==> config.mk <==
export PLATFORM = sky130hd
export DESIGN_NAME = simd_operand_mux_flat
export DESIGN_NICKNAME = d
export VERILOG_FILES = /design/src/simd_pkg.sv /design/src/simd_instr_if.sv /design/src/simd_operand_mux.sv /design/src/flat_wrapper.sv
export SDC_FILE = /design/constraint.sdc
export NUM_CORES = 1
export LEC_CHECK = 0
export ABC_AREA = 1
export BUFFER_PORTS_ARGS = -buffer_cell sky130_fd_sc_hd__buf_4
export CORE_AREA = 5 5 277 279
export DETAILED_ROUTE_END_ITERATION = 6
export DIE_AREA = 0 0 282 284
export MAX_ROUTING_LAYER = met4
export PLACE_DENSITY = 0.3
export SLEW_MARGIN = 20
export SYNTH_ARGS = -nofsm -noshare
export SYNTH_HDL_FRONTEND = slang
export SYNTH_SLANG_ARGS = --single-unit
==> constraint.sdc <==
create_clock -name vclk -period 1
set_input_delay 0.1 -clock vclk [all_inputs]
set_output_delay 0.1 -clock vclk [all_outputs]
set_load 0.1 [all_outputs]
==> src/simd_pkg.sv <==
// SIMD package with operation and width codes, lane word views and unit latencies
package simd_pkg;

    localparam int ELEN  = 64;  // Lane width
    localparam int TAG_W = 5;

    localparam int LAT_ALU = 1;
    localparam int LAT_MUL = 2;
    localparam int LAT_RED = 3;
    localparam int MAX_LAT = LAT_RED;  // Reductions are the slowest

    typedef enum logic [3:0] {
        VNOP, VADD, VSUB, VAND, VOR, VXOR,
        VMSEQ, VMSLT, VMSLTU, VMUL, VMV_X_S,
        VREDSUM, VREDAND, VREDOR, VREDXOR
    } simd_op_e;

    typedef enum logic [1:0] {
        SEW_8, SEW_16, SEW_32, SEW_64
    } sew_e;

    // One lane word seen as elements of each width
    typedef union packed {
        logic [7:0][7:0]  b;
        logic [3:0][15:0] h;
        logic [1:0][31:0] w;
        logic [63:0]      d;
    } lane_word_u;

    function automatic int unsigned sew_elems_per_lane(sew_e sew);
        case (sew)
            SEW_8:   return 8;
            SEW_16:  return 4;
            SEW_32:  return 2;
            default: return 1;
        endcase
    endfunction

    function automatic int unsigned op_latency(simd_op_e op);
        case (op)
            VMUL:                               return LAT_MUL;
            VREDSUM, VREDAND, VREDOR, VREDXOR:  return LAT_RED;
            default:                            return LAT_ALU;
        endcase
    endfunction

    // Element idx of a lane word, sign-extended to 64 bits
    function automatic logic [63:0] elem_get(lane_word_u word, sew_e sew, logic [2:0] idx);
        case (sew)
            SEW_8:   return 64'($signed(word.b[idx]));
            SEW_16:  return 64'($signed(word.h[idx[1:0]]));
            SEW_32:  return 64'($signed(word.w[idx[0]]));
            default: return word.d;
        endcase
    endfunction

    // Writes the low SEW bits of val into element idx
    function automatic lane_word_u elem_put(lane_word_u word, sew_e sew, logic [2:0] idx,
                                            logic [63:0] val);
        elem_put = word;
        case (sew)
            SEW_8:   elem_put.b[idx]      = val[7:0];
            SEW_16:  elem_put.h[idx[1:0]] = val[15:0];
            SEW_32:  elem_put.w[idx[0]]   = val[31:0];
            default: elem_put.d           = val;
        endcase
    endfunction

endpackage

==> src/simd_instr_if.sv <==
// Instruction bus carrying one vector instruction with all of its operands
`timescale 1ns/1ns

interface simd_instr_if #(
    parameter int VLEN = 128
);
    import simd_pkg::*;

    logic             valid;
    simd_op_e         op;
    sew_e             sew;
    logic             scalar_src;  // rs1 replaces vs1
    logic             use_mask;
    logic [VLEN-1:0]  vs1;
    logic [VLEN-1:0]  vs2;
    logic [VLEN-1:0]  old_vd;
    logic [VLEN-1:0]  vm;
    logic [ELEN-1:0]  rs1;
    logic [TAG_W-1:0] tag;

    modport src (output valid, op, sew, scalar_src, use_mask, vs1, vs2, old_vd, vm, rs1, tag);
    modport dst (input valid, op, sew, scalar_src, use_mask, vs1, vs2, old_vd, vm, rs1, tag);

endinterface

==> src/simd_operand_mux.sv <==
// Operand mux that broadcasts rs1 per element width and picks the first source vector
`timescale 1ns/1ns

module simd_operand_mux #(
    parameter int VLEN = 128
) (
    simd_instr_if.dst       issue_bus,
    output logic [VLEN-1:0] vs1_sel_o
);
    import simd_pkg::*;

    lane_word_u rs1_rep;

    always_comb begin
        case (issue_bus.sew)
            SEW_8:   rs1_rep.b = {8{issue_bus.rs1[7:0]}};
            SEW_16:  rs1_rep.h = {4{issue_bus.rs1[15:0]}};
            SEW_32:  rs1_rep.w = {2{issue_bus.rs1[31:0]}};
            default: rs1_rep.d = issue_bus.rs1;
        endcase
    end

    // Same lane pattern repeats across the whole vector
    assign vs1_sel_o = issue_bus.scalar_src ? {(VLEN / ELEN){rs1_rep.d}} : issue_bus.vs1;

endmodule

==> src/flat_wrapper.sv <==
// flat-port wrapper written by rule: the top's interface ports become plain ports
module simd_operand_mux_flat import simd_pkg::*;
#(
    parameter int VLEN = 128
)
  (vs1_sel_o, issue_bus_valid, issue_bus_op, issue_bus_sew, issue_bus_scalar_src, issue_bus_use_mask, issue_bus_vs1, issue_bus_vs2, issue_bus_old_vd, issue_bus_vm, issue_bus_rs1, issue_bus_tag);
  simd_instr_if #(.VLEN(VLEN)) issue_bus_i ();
  output logic [VLEN-1:0] vs1_sel_o;
  input wire logic [$bits(issue_bus_i.valid)-1:0] issue_bus_valid;
  input wire logic [$bits(issue_bus_i.op)-1:0] issue_bus_op;
  input wire logic [$bits(issue_bus_i.sew)-1:0] issue_bus_sew;
  input wire logic [$bits(issue_bus_i.scalar_src)-1:0] issue_bus_scalar_src;
  input wire logic [$bits(issue_bus_i.use_mask)-1:0] issue_bus_use_mask;
  input wire logic [$bits(issue_bus_i.vs1)-1:0] issue_bus_vs1;
  input wire logic [$bits(issue_bus_i.vs2)-1:0] issue_bus_vs2;
  input wire logic [$bits(issue_bus_i.old_vd)-1:0] issue_bus_old_vd;
  input wire logic [$bits(issue_bus_i.vm)-1:0] issue_bus_vm;
  input wire logic [$bits(issue_bus_i.rs1)-1:0] issue_bus_rs1;
  input wire logic [$bits(issue_bus_i.tag)-1:0] issue_bus_tag;
  assign issue_bus_i.valid = issue_bus_valid;
  assign issue_bus_i.op = issue_bus_op;
  assign issue_bus_i.sew = issue_bus_sew;
  assign issue_bus_i.scalar_src = issue_bus_scalar_src;
  assign issue_bus_i.use_mask = issue_bus_use_mask;
  assign issue_bus_i.vs1 = issue_bus_vs1;
  assign issue_bus_i.vs2 = issue_bus_vs2;
  assign issue_bus_i.old_vd = issue_bus_old_vd;
  assign issue_bus_i.vm = issue_bus_vm;
  assign issue_bus_i.rs1 = issue_bus_rs1;
  assign issue_bus_i.tag = issue_bus_tag;
  simd_operand_mux #(.VLEN(VLEN)) u_core (.issue_bus(issue_bus_i), .vs1_sel_o(vs1_sel_o));
endmodule
# After elaboration in Yosys (flattened, before gate mapping)
# Cells that the tools add are included.
# Widths: inputs -> output; s select.
# totals
regBits	0
in_bits	590
# classes
eq_ne	2
n_reduce_logical	1
muxes	2
# ops
cell	count
$pmux 64 s3	1
$mux 128	1
$eq 2x1->1 const B	1
$eq 2x2->1 const B	1
$logic_not 2->1	1

# Longest topological paths before layout
# logic_depth
depth_word	3
ltp_mapped	8
mapped_depth_nobuf	6

# Worst setup path before layout
# OpenSTA, ideal clock, no wires.
# synth_timing
path_type	input to output
from	input issue_bus_sew[0]
to	output vs1_sel_o[106]
path_slack_ns	-0.503
t_required_ns	0.900
arrival_time_ns	1.403
path_stages	7
n_path_buf	2
path_cell_list	buf_6 -> nor2_4 -> buf_4 -> nand2_1 -> o211ai_1 -> nand2_1 -> nand2_1
# synth_via
elab_chain_len	3
# synth_lines
item	line	rtl
from (decl)	flat_wrapper.sv:11	input wire logic [$bits(issue_bus_i.sew)-1:0] issue_bus_sew;
$eq 2x2->1 (tied with other cells)	simd_operand_mux.sv:15	case (issue_bus.sew)
$pmux 64 s3 (*)	simd_operand_mux.sv:15	
$mux 128 (*)	simd_operand_mux.sv:24	assign vs1_sel_o = issue_bus.scalar_src ? {(VLEN / ELEN){rs1_rep.d}} : issue_bus.vs1;
to (decl)	flat_wrapper.sv:8	output logic [VLEN-1:0] vs1_sel_o;
# Mark *: on every way between the ends. The rest lies on a longest branch, timed or not.

# Worst setup path after layout
# layout_timing
from	input issue_bus_sew[1]
to	output vs1_sel_o[42]
# The elaborated chain is that of the path after synthesis.

==> impl_metrics.toml <==
[synth]
synthXorXnorAreaFrac_pct = 0
syn-num-nets = 1112
synth_seq_area_share_pct = 0
synth.avg_cell_area_um2 = 4.27
synthCells = 522
yosysWarningCount = 0
synthAdderAreaFrac_pct = 0
synth.top_cell.area_share_pct = 58.6
synth.distinct_cells = 19
yosys.area_share.simple_pct = 78.3
synth-compound-area-share_pct = 8.98
synthMuxAreaShare_pct = 0
synth_area_um2 = 2230
yosysTopAreaCell = "nand2_1"
yosys-top-cells-area = "nand2_1, nand3_1, nor2_1, nand4_1, o21ai_0"
synth_top_family_by_area = "simple AND/OR/NAND/NOR gates"

[run_status]
outcome = "finished with violations"
violations = "negative setup slack"

[detailed_routing]
via_per_inst = 2.65
drtIter0Drc = 149
dr.pass1.iters = 4
wl_mm = 36.5
antenna_left = 0
met2_length_mm = 16.0
num_vias = 5231
top_layer = "met4"
wire_per_inst_um = 18.5
wl_met1_mm = 16.3
wl_met3_mm = 3.98
drc = 0

[critical_path]
crit_fanout = 7
critPathKind = "primary input to output pin"
required_ns = 0.90
crit_path_end_kind = "output pin"
arrival_ns = 1.41
cp-start-kind = "primary input"

[timing]
finalWorstSetupSlack_ns = -0.513
rsz0062_at_grt = "yes"
drv_slew = 0
finalCriticalPeriod_ns = 1.51
fmax_ghz = 0.661
setup_viol = 124
hold_viol = 0
slew_headroom_pct = 63.7
setup_tns_ns = -38.75
worst_pin_slew_ns = 0.541
finalCritPeriodShare_pct = 151

[global_route]
antenna_found_initial = 16
grt_max_degree = 22
grt_pass1_vias = 5694
track_usage_pct = 8.89
grt_pass1_wl_mm = 48.3
gr-total-overflow = 0

[place]
pre_cts_ws_ns = -0.771
dp_cells = 1911
gp_congestion = 0.725
place_hpwl_mm = 32.2
portBuffers = 323

[die]
coreArea_um2 = 73900
rows = 100
ios = 718
die-height_um = 284
initial_core_util_pct = 3.01
die-area_um2 = 80100
die_w_um = 282

[cells_and_area]
stdcell_count = 1975
seq_area_um2 = 0
seq_cells = 0
final_nets = 1582
utilization_pct = 16.2
clkbuf_count = 0
area_delta_synth_final_pct = 437
drive_gt1_share_pct = 79.5
fillCellCount = 8308

[job]
maxCapViolCount = 0

[pwr]
peakVddDrop_mv = 0.502
power_uw = 10200
pwr_density_cell_nw_per_um2 = 855
p_leak_uw = 0.00526

[worst_hold_path]
hold_class = "primary input to output pin"
==> final timing paths <==
kind / startpoint / endpoint / slack [ns] / depth (start not counted)
setup / recovery: issue_bus_sew[1] / vs1_sel_o[42] / -0.51 / 8
hold / removal: issue_bus_vs1[71] / vs1_sel_o[71] / 0.57 / 4
==> cell type report <==
class                           instances  area, um2  area share, %
Tap cell                              969       1210           10.1
Antenna cell                           16       40.0          0.334
Timing Repair Buffer                  501       6050           50.5
Inverter                               20        119          0.993
Timing Repair inverter                  1       8.76         0.0732
Multi-Input combinational cell        468       4540           37.9
==> critical path: stages <==
cell      delay (ns)
buf_12          0.11
nor2_4          0.06
buf_6           0.13
o211ai_1        0.43
buf_4           0.23
nand2_8         0.07
nand2_8         0.08
buf_12          0.17
==> layer usage <==
layer  global-route usage (%)  up-vias
li1                         -     2619
met4                    0.477        0
met5                        -        -
met1                     11.6     2388
met2                     13.4      217
met3                     3.96        7
==> power breakdown <==
group / switching [uW] / internal (uW)
clock: 0 / 0.00215
combinational: 6290 / 3940
sequential: 0 / 0
==> synthesized netlist by cell type (2+ instances only) <==
library cell	n
nand2_1	348
nand3_1	30
nor2_1	28
inv_1	18
nand4_1	16
o21ai_0	14
buf_2	13
clkbuf_1	10
a21oi_1	8
o211ai_1	8
buf_6	6
nand3_2	6
o21ai_1	6
buf_4	4
buf_1	2
inv_2	2
==> timing repair <==
action | 4_1_cts | 5_1_grt
hold buffers | 0 | 0
cloned | 7 | 1
buffers inserted | 20 | 21
endpoints found under the setup margin | 128 | 126
resized for setup | 478 | 59
pin swaps | 82 | 65
==> metrics by stage <==
step / hold slack [ns] / instance area, um2
finish: 0.565 / 12000
detailed placement: 0.618 / 9180
CTS: 0.567 / 11500
global placement: 0.622 / 9180
global route: 0.583 / 12000
floorplan: 0.459 / 4230
==> cell usage in the layout, fill, tap and decap left out, drive strengths merged <==
cell,synthesis,routed
nand4,16,16
nand2,349,349
o211ai,8,8
clkinv,0,1
a21oi,8,8
inv,20,20
nand3,36,36
bufbuf,0,3
o21ai,20,20
nor2,30,31
buf,25,497
diode,0,16
clkbuf,10,1
==> logic make-up (layout without fill, tap and decap cells) <==
family | count (synthesis) | after routing
AND/OR/NAND/NOR | 431 | 432
AO/OA/AOI/OAI | 36 | 36
buffers and inverters | 55 | 522
other | 0 | 16
No activity file was read; power rests on OpenSTA's default activity.
