### config.mk
export PLATFORM = sky130hd
export DESIGN_NAME = simd_latency_pipe_flat
export DESIGN_NICKNAME = d
export VERILOG_FILES = /design/src/simd_pkg.sv /design/src/simd_instr_if.sv /design/src/simd_latency_pipe.sv /design/src/flat_wrapper.sv
export SDC_FILE = /design/constraint.sdc
export NUM_CORES = 2
export LEC_CHECK = 0
export ABC_AREA = 1
export BUFFER_PORTS_ARGS = -buffer_cell sky130_fd_sc_hd__buf_4
export CAP_MARGIN = 40
export CORE_ASPECT_RATIO = 0.8
export CORE_MARGIN = 2
export CORE_UTILIZATION = 30
export CTS_BUF_LIST = sky130_fd_sc_hd__clkbuf_8
export CTS_CLUSTER_DIAMETER = 150
export DETAILED_ROUTE_END_ITERATION = 7
export PLACE_DENSITY = 0.49
export SLEW_MARGIN = 20
export SYNTH_ARGS = -nofsm -noshare
export SYNTH_HDL_FRONTEND = slang
export SYNTH_SLANG_ARGS = --single-unit
### constraint.sdc
create_clock -name clk_i -period 1.9 [get_ports clk_i]
set_input_delay 0.19 -clock clk_i [delete_from_list [all_inputs] [get_ports clk_i]]
set_output_delay 0.19 -clock clk_i [all_outputs]
set_load 0.05 [all_outputs]
### src/simd_pkg.sv
// SIMD package with operation and width codes, lane word views and unit latencies
package simd_pkg;

    localparam int ELEN  = 64;  // Lane width
    localparam int TAG_W = 5;

    localparam int LAT_ALU = 1;
    localparam int LAT_MUL = 2;
    localparam int LAT_RED = 3;
    localparam int MAX_LAT = LAT_RED;  // Reductions are the slowest

    typedef enum logic [3:0] {
        VNOP, VADD, VSUB, VAND, VOR, VXOR,
        VMSEQ, VMSLT, VMSLTU, VMUL, VMV_X_S,
        VREDSUM, VREDAND, VREDOR, VREDXOR
    } simd_op_e;

    typedef enum logic [1:0] {
        SEW_8, SEW_16, SEW_32, SEW_64
    } sew_e;

    // One lane word seen as elements of each width
    typedef union packed {
        logic [7:0][7:0]  b;
        logic [3:0][15:0] h;
        logic [1:0][31:0] w;
        logic [63:0]      d;
    } lane_word_u;

    function automatic int unsigned sew_elems_per_lane(sew_e sew);
        case (sew)
            SEW_8:   return 8;
            SEW_16:  return 4;
            SEW_32:  return 2;
            default: return 1;
        endcase
    endfunction

    function automatic int unsigned op_latency(simd_op_e op);
        case (op)
            VMUL:                               return LAT_MUL;
            VREDSUM, VREDAND, VREDOR, VREDXOR:  return LAT_RED;
            default:                            return LAT_ALU;
        endcase
    endfunction

    // Element idx of a lane word, sign-extended to 64 bits
    function automatic logic [63:0] elem_get(lane_word_u word, sew_e sew, logic [2:0] idx);
        case (sew)
            SEW_8:   return 64'($signed(word.b[idx]));
            SEW_16:  return 64'($signed(word.h[idx[1:0]]));
            SEW_32:  return 64'($signed(word.w[idx[0]]));
            default: return word.d;
        endcase
    endfunction

    // Writes the low SEW bits of val into element idx
    function automatic lane_word_u elem_put(lane_word_u word, sew_e sew, logic [2:0] idx,
                                            logic [63:0] val);
        elem_put = word;
        case (sew)
            SEW_8:   elem_put.b[idx]      = val[7:0];
            SEW_16:  elem_put.h[idx[1:0]] = val[15:0];
            SEW_32:  elem_put.w[idx[0]]   = val[31:0];
            default: elem_put.d           = val;
        endcase
    endfunction

endpackage

### src/simd_instr_if.sv
// Instruction bus carrying one vector instruction with all of its operands
`timescale 1ns/1ns

interface simd_instr_if #(
    parameter int VLEN = 128
);
    import simd_pkg::*;

    logic             valid;
    simd_op_e         op;
    sew_e             sew;
    logic             scalar_src;  // rs1 replaces vs1
    logic             use_mask;
    logic [VLEN-1:0]  vs1;
    logic [VLEN-1:0]  vs2;
    logic [VLEN-1:0]  old_vd;
    logic [VLEN-1:0]  vm;
    logic [ELEN-1:0]  rs1;
    logic [TAG_W-1:0] tag;

    modport src (output valid, op, sew, scalar_src, use_mask, vs1, vs2, old_vd, vm, rs1, tag);
    modport dst (input valid, op, sew, scalar_src, use_mask, vs1, vs2, old_vd, vm, rs1, tag);

endinterface

### src/simd_latency_pipe.sv
// Latency pipe that delays each instruction by its unit latency and presents completions
`timescale 1ns/1ns

module simd_latency_pipe #(
    parameter int VLEN = 128
) (
    input  logic      clk_i,
    input  logic      rstn_i,
    simd_instr_if.dst issue_bus,
    simd_instr_if.src done_bus
);
    import simd_pkg::*;

    typedef struct packed {
        logic             valid;
        simd_op_e         op;
        sew_e             sew;
        logic             scalar_src;
        logic             use_mask;
        logic [VLEN-1:0]  vs1;
        logic [VLEN-1:0]  vs2;
        logic [VLEN-1:0]  old_vd;
        logic [VLEN-1:0]  vm;
        logic [ELEN-1:0]  rs1;
        logic [TAG_W-1:0] tag;
    } instr_t;

    instr_t issue_d;
    instr_t head [1:MAX_LAT];
    instr_t done_d;

    assign issue_d = '{valid: issue_bus.valid, op: issue_bus.op, sew: issue_bus.sew,
                       scalar_src: issue_bus.scalar_src, use_mask: issue_bus.use_mask,
                       vs1: issue_bus.vs1, vs2: issue_bus.vs2, old_vd: issue_bus.old_vd,
                       vm: issue_bus.vm, rs1: issue_bus.rs1, tag: issue_bus.tag};

    // One shift chain per latency, l slots deep
    for (genvar l = 1; l <= MAX_LAT; l++) begin : g_chain
        instr_t chain_q [l];
        logic   take;

        assign take = issue_bus.valid && (op_latency(issue_bus.op) == l);

        always_ff @(posedge clk_i or negedge rstn_i) begin
            if (!rstn_i) begin
                for (int j = 0; j < l; j++) begin
                    chain_q[j] <= '0;
                end
            end else begin
                chain_q[0] <= take ? issue_d : '0;
                for (int j = 1; j < l; j++) begin
                    chain_q[j] <= chain_q[j-1];
                end
            end
        end

        assign head[l] = chain_q[l-1];
    end

    always_comb begin
        done_d = '0;
        for (int l = 1; l <= MAX_LAT; l++) begin
            if (head[l].valid) begin
                done_d = head[l];  // Longest latency wins a collision
            end
        end
    end

    assign done_bus.valid      = done_d.valid;
    assign done_bus.op         = done_d.op;
    assign done_bus.sew        = done_d.sew;
    assign done_bus.scalar_src = done_d.scalar_src;
    assign done_bus.use_mask   = done_d.use_mask;
    assign done_bus.vs1        = done_d.vs1;
    assign done_bus.vs2        = done_d.vs2;
    assign done_bus.old_vd     = done_d.old_vd;
    assign done_bus.vm         = done_d.vm;
    assign done_bus.rs1        = done_d.rs1;
    assign done_bus.tag        = done_d.tag;

endmodule

### src/flat_wrapper.sv
// flat-port wrapper written by rule: the top's interface ports become plain ports
module simd_latency_pipe_flat import simd_pkg::*;
#(
    parameter int VLEN = 128
)
  (clk_i, rstn_i, issue_bus_valid, issue_bus_op, issue_bus_sew, issue_bus_scalar_src, issue_bus_use_mask, issue_bus_vs1, issue_bus_vs2, issue_bus_old_vd, issue_bus_vm, issue_bus_rs1, issue_bus_tag, done_bus_valid, done_bus_op, done_bus_sew, done_bus_scalar_src, done_bus_use_mask, done_bus_vs1, done_bus_vs2, done_bus_old_vd, done_bus_vm, done_bus_rs1, done_bus_tag);
  simd_instr_if #(.VLEN(VLEN)) issue_bus_i ();
  simd_instr_if #(.VLEN(VLEN)) done_bus_i ();
  input  logic clk_i;
  input  logic rstn_i;
  input wire logic [$bits(issue_bus_i.valid)-1:0] issue_bus_valid;
  input wire logic [$bits(issue_bus_i.op)-1:0] issue_bus_op;
  input wire logic [$bits(issue_bus_i.sew)-1:0] issue_bus_sew;
  input wire logic [$bits(issue_bus_i.scalar_src)-1:0] issue_bus_scalar_src;
  input wire logic [$bits(issue_bus_i.use_mask)-1:0] issue_bus_use_mask;
  input wire logic [$bits(issue_bus_i.vs1)-1:0] issue_bus_vs1;
  input wire logic [$bits(issue_bus_i.vs2)-1:0] issue_bus_vs2;
  input wire logic [$bits(issue_bus_i.old_vd)-1:0] issue_bus_old_vd;
  input wire logic [$bits(issue_bus_i.vm)-1:0] issue_bus_vm;
  input wire logic [$bits(issue_bus_i.rs1)-1:0] issue_bus_rs1;
  input wire logic [$bits(issue_bus_i.tag)-1:0] issue_bus_tag;
  output wire logic [$bits(done_bus_i.valid)-1:0] done_bus_valid;
  output wire logic [$bits(done_bus_i.op)-1:0] done_bus_op;
  output wire logic [$bits(done_bus_i.sew)-1:0] done_bus_sew;
  output wire logic [$bits(done_bus_i.scalar_src)-1:0] done_bus_scalar_src;
  output wire logic [$bits(done_bus_i.use_mask)-1:0] done_bus_use_mask;
  output wire logic [$bits(done_bus_i.vs1)-1:0] done_bus_vs1;
  output wire logic [$bits(done_bus_i.vs2)-1:0] done_bus_vs2;
  output wire logic [$bits(done_bus_i.old_vd)-1:0] done_bus_old_vd;
  output wire logic [$bits(done_bus_i.vm)-1:0] done_bus_vm;
  output wire logic [$bits(done_bus_i.rs1)-1:0] done_bus_rs1;
  output wire logic [$bits(done_bus_i.tag)-1:0] done_bus_tag;
  assign issue_bus_i.valid = issue_bus_valid;
  assign issue_bus_i.op = issue_bus_op;
  assign issue_bus_i.sew = issue_bus_sew;
  assign issue_bus_i.scalar_src = issue_bus_scalar_src;
  assign issue_bus_i.use_mask = issue_bus_use_mask;
  assign issue_bus_i.vs1 = issue_bus_vs1;
  assign issue_bus_i.vs2 = issue_bus_vs2;
  assign issue_bus_i.old_vd = issue_bus_old_vd;
  assign issue_bus_i.vm = issue_bus_vm;
  assign issue_bus_i.rs1 = issue_bus_rs1;
  assign issue_bus_i.tag = issue_bus_tag;
  assign done_bus_valid = done_bus_i.valid;
  assign done_bus_op = done_bus_i.op;
  assign done_bus_sew = done_bus_i.sew;
  assign done_bus_scalar_src = done_bus_i.scalar_src;
  assign done_bus_use_mask = done_bus_i.use_mask;
  assign done_bus_vs1 = done_bus_i.vs1;
  assign done_bus_vs2 = done_bus_i.vs2;
  assign done_bus_old_vd = done_bus_i.old_vd;
  assign done_bus_vm = done_bus_i.vm;
  assign done_bus_rs1 = done_bus_i.rs1;
  assign done_bus_tag = done_bus_i.tag;
  simd_latency_pipe #(.VLEN(VLEN)) u_core (.clk_i(clk_i), .rstn_i(rstn_i), .issue_bus(issue_bus_i), .done_bus(done_bus_i));
endmodule
Word level (Yosys, flattened, before mapping)
Index checks and enable logic that the tools add are counted.

Register bits after elaboration: 3540. Output and inout port bits: 590. Bits of input ports: 592. Word-level logic and storage cells: 85.

Reduce and logical (&&, ||, !) cells: 4. Muxes and demuxes: 7. Eq/ne operators: 8.

Operators by type and width (number): 590-bit 2-to-1 mux (6); 32-bit by 2-bit == test with 1-bit output, second input constant (1); 4-bit == test, second input constant (5); 2-bit case mux with 2 select lines (1); 4-bit OR reduction (1); 1-bit logical AND (3); 2-bit by 1-bit == test with 1-bit output, second input constant (1); 2-bit == test, second input constant (1).

Longest topological paths before layout
Depth in word-level cells: 6. Gate-level depth with buffers: 9.

Least setup slack after synthesis
No wires, ideal clock.

Path kind: register to output. Start point: register u_core.g_chain[2].chain_q[589] (netlist bit). End point: output port done_bus_old_vd[100]. Arrival time: 1.884 ns. Path buffers: 4. Slack: -0.174 ns. Stages on the path, launching flop included: 8. Cells stage by stage: dfrtp_1 -> buf_2 -> nor2_2 -> buf_4 -> buf_6 -> buf_2 -> nand2_1 -> a21oi_1.

Cells in the longest elaborated chain, start to end: 2.

RTL lines: start: declaration (RTL line simd_latency_pipe.sv:39) `instr_t chain_q [l];`; start signal: indexed assignment (RTL line simd_latency_pipe.sv:52) `chain_q[j] <= chain_q[j-1];`; 590-bit 2-to-1 mux (2 in series) (RTL line simd_latency_pipe.sv:63) `if (head[l].valid) begin`; end: declaration (RTL line flat_wrapper.sv:29) `output wire logic [$bits(done_bus_i.old_vd)-1:0] done_bus_old_vd;`.

Every way passes these cells.

Worst setup path in the final report
Start point: register u_core.g_chain[2].chain_q[589] (netlist bit). End point: output port done_bus_vs2[93].

Cells in the longest elaborated chain, start to end: 2.

RTL lines: 590-bit 2-to-1 mux (2 in series) (RTL line simd_latency_pipe.sv:63); end: declaration (RTL line flat_wrapper.sv:28) `output wire logic [$bits(done_bus_i.vs2)-1:0] done_bus_vs2;`.

Every way passes these cells.

==> run metrics <==
status finished with violations; failing checks setup timing; WL/cell 20.7 um; first-pass GRT wire length 523000 um; Die H 546 um; port bufs 1181; slowest cell delay on critical path 0.48 ns; crit-path cells nor2_4 -> buf_12 -> buf_16 -> buf_12 -> clkbuf_16 -> nand2_4 -> a21oi_4 -> buf_6; Syn-to-layout area delta 43.8%; vias in the first global route 78600; Clock Power Share 0.400; gr usage total 0.187; Flop pwr share 0.480; syn avg cell area 12.6 um2; post-synthesis sequential area ratio 0.805; Yosys cell types 15; Fillers 33500; Initial Util 0.302; core region area 364000 um2; GR Util met1 0.255; PwrDens 1030 nW/um2; Largest regs u_core.g_chain.chain_q x3540; nets 12300; TritonCTS clock tree yes; most common cell after layout, fill and taps aside dfrtp_1; vias post-DR 73500; worst skew pair latency 1.12 ns; most used cell, CP buf_12; CP endpoint kind primary output; GP Congestion 0.893; Hold Fails Final Rpt 0; max-cap violations 0; max-slew violation count 0; HPWL Detailed 233000 um; Fin Clk Skew 0.0396 ns; Buffers & Inverters on Critical Path 5; Peak VDD IR 0.660 mV; antenna violations before repair 46; GR Overflow Total 0; endpoints failing setup 824; total iterations of the first detailed-routing run 5; Worst Setup Slack, final -1.24 ns; CTS root buffer clkbuf_8; number of DRC markers in iteration 0 4678; LEAKAGE 81.5 nW; Peak Freq 319 MHz; Final period util 1.65; crit path DAT 2.95 ns; Worst Hold Class in -> reg; hold slack 0.130 ns; critical path type reg -> out; max_slew headroom 0.490; IO Pins 1182; Internal 120 mW; die width 681 um; actual slew at the worst max-slew pin 0.765 ns; global-route track usage on met3 0.0377; Clock Sinks 3540; DRC 0; FF+latch count, synth 3540; synthesized cell area 110000 um2; grt met2 use 0.295; synth warn 0; dpl ws -0.367 ns; Worst-path clk slew 0.06 ns; most frequent cells in the layout 3538 x dfrtp_1, 2354 x nor2_1, 1187 x dlygate4sd3_1; CTS Buffer Depth 4; Logic pwr share 0.120; RSZ-0062 raised after global routing yes; max reg flops 3540; switching share of power 0.269; CP Max Fanout 8; most used routing layer met2; share of cells above drive strength 1 0.263; final WL 354000 um; cts bufs inserted 565; CP required 1.71 ns; largest net degree at the start of global routing 134; Switch Pwr 43.9 mW; CP max-delay cell dfrtp_4; Top reg by flops u_core.g_chain.chain_q; Synth Instances 8730; Rows 198; Vias/cell 4.30; H-tree Lvls 6; Die Area 372000 um2; crit-path leading delay family buffers and inverters; crit path time final 3.14 ns; Routed Antenna Nets 0; Worst Setup Start Kind flip-flop
worst min-delay path, cell delays in order:
cell	delay, ns
dlygate4sd3_1	0.63
buf_4	0.14
inv_1	0.08
nor2_1	0.11
synth_stat cells, drive strengths merged:
master / count / share of area
dfrtp: 3540 / 0.80
buf: 340 / 0.016
a21oi: 1178 / 0.054
nand2: 599 / 0.020
clkinv: 1 / 0.000034
nand3: 1 / 0.000045
nor2: 2355 / 0.080
clkbuf: 117 / 0.0040
inv: 598 / 0.020
conb: 1 / 0.000034
cell families (layout without fill, tap and decap cells):
| group | count (synthesis) | after routing | share of synthesized area |
|---|---|---|---|
| AOI/OAI and AO/OA | 1178 | 1178 | 0.0536 |
| buffers and inverters | 1056 | 4474 | 0.0409 |
| DFF | 3540 | 3540 | 0.805 |
| other | 1 | 28 | 0.0000341 |
| and+or+nand+nor | 2955 | 2955 | 0.101 |
final timing paths:
path	cells past startpoint	slack, ns	startpoint	end
worst max-delay path	8	-1.24	u_core.g_chain[2].chain_q[589]$_DFF_PN0_	done_bus_vs2[93]
worst max register to register	0	1.38	u_core.g_chain[3].chain_q[1636]$_DFF_PN0_	u_core.g_chain[3].chain_q[1046]$_DFF_PN0_
min in group asynchronous	4	0.40	rstn_i	u_core.g_chain[1].chain_q[111]$_DFF_PN0_
worst min-delay path	4	0.13	issue_bus_vm[78]	u_core.g_chain[1].chain_q[147]$_DFF_PN0_
worst min register to register	0	0.31	u_core.g_chain[3].chain_q[1730]$_DFF_PN0_	u_core.g_chain[3].chain_q[1140]$_DFF_PN0_
max in group asynchronous	6	0.40	rstn_i	u_core.g_chain[3].chain_q[1382]$_DFF_PN0_
cell type report:
type	count	area, um2	area share
flip-flops and latches	3540	88600	0.560
repair buffers	2889	29300	0.185
multi-input cells	4135	20500	0.129
clock buffers	690	9500	0.0600
well taps	4900	6130	0.0387
inverters	599	2260	0.0143
clock inverters	296	1960	0.0124
diodes	26	65.1	0.000411
timing repair:
action,4_1_cts,5_1_grt
endpoints found under the hold margin,5308,0
buffers inserted,17,11
pin swaps,25,44
hold buffers,1188,0
cloned,24,15
endpoints found under the setup margin,590,824
resized for setup,346,299
metal layers:
layer | part of all wire | vias to the layer above | wire length, um
met4 | 0.037 | 16 | 13000
li1 | - | 32900 | -
met2 | 0.47 | 1978 | 165000
met5 | 0.00026 | - | 93
met3 | 0.054 | 628 | 19200
met1 | 0.44 | 37900 | 157000
power groups by stage:
stage	clock network (mW)	logic [mW]	registers (mW)
floorplan	0	8.07	79.6
global placement	0	16.2	79.7
detailed placement	0	16.3	79.8
CTS	67.3	19.2	78.5
global route	71.0	20.8	78.6
finish	65.4	19.6	78.5
stage by stage:
step	utilization	instances	TNS [ns]	instance area (um2)	power, mW
floorplan	-	8731	0	112000	87.6
global placement	0.358	14800	-50.74	131000	96.0
detailed placement	0.358	14800	-57.73	131000	96.1
CTS	0.429	17000	-921.52	156000	165
global route	0.434	17100	-874.86	158000	170
finish	0.434	17100	-742.94	158000	163
Note: power is estimated with default switching activity, not from simulation.
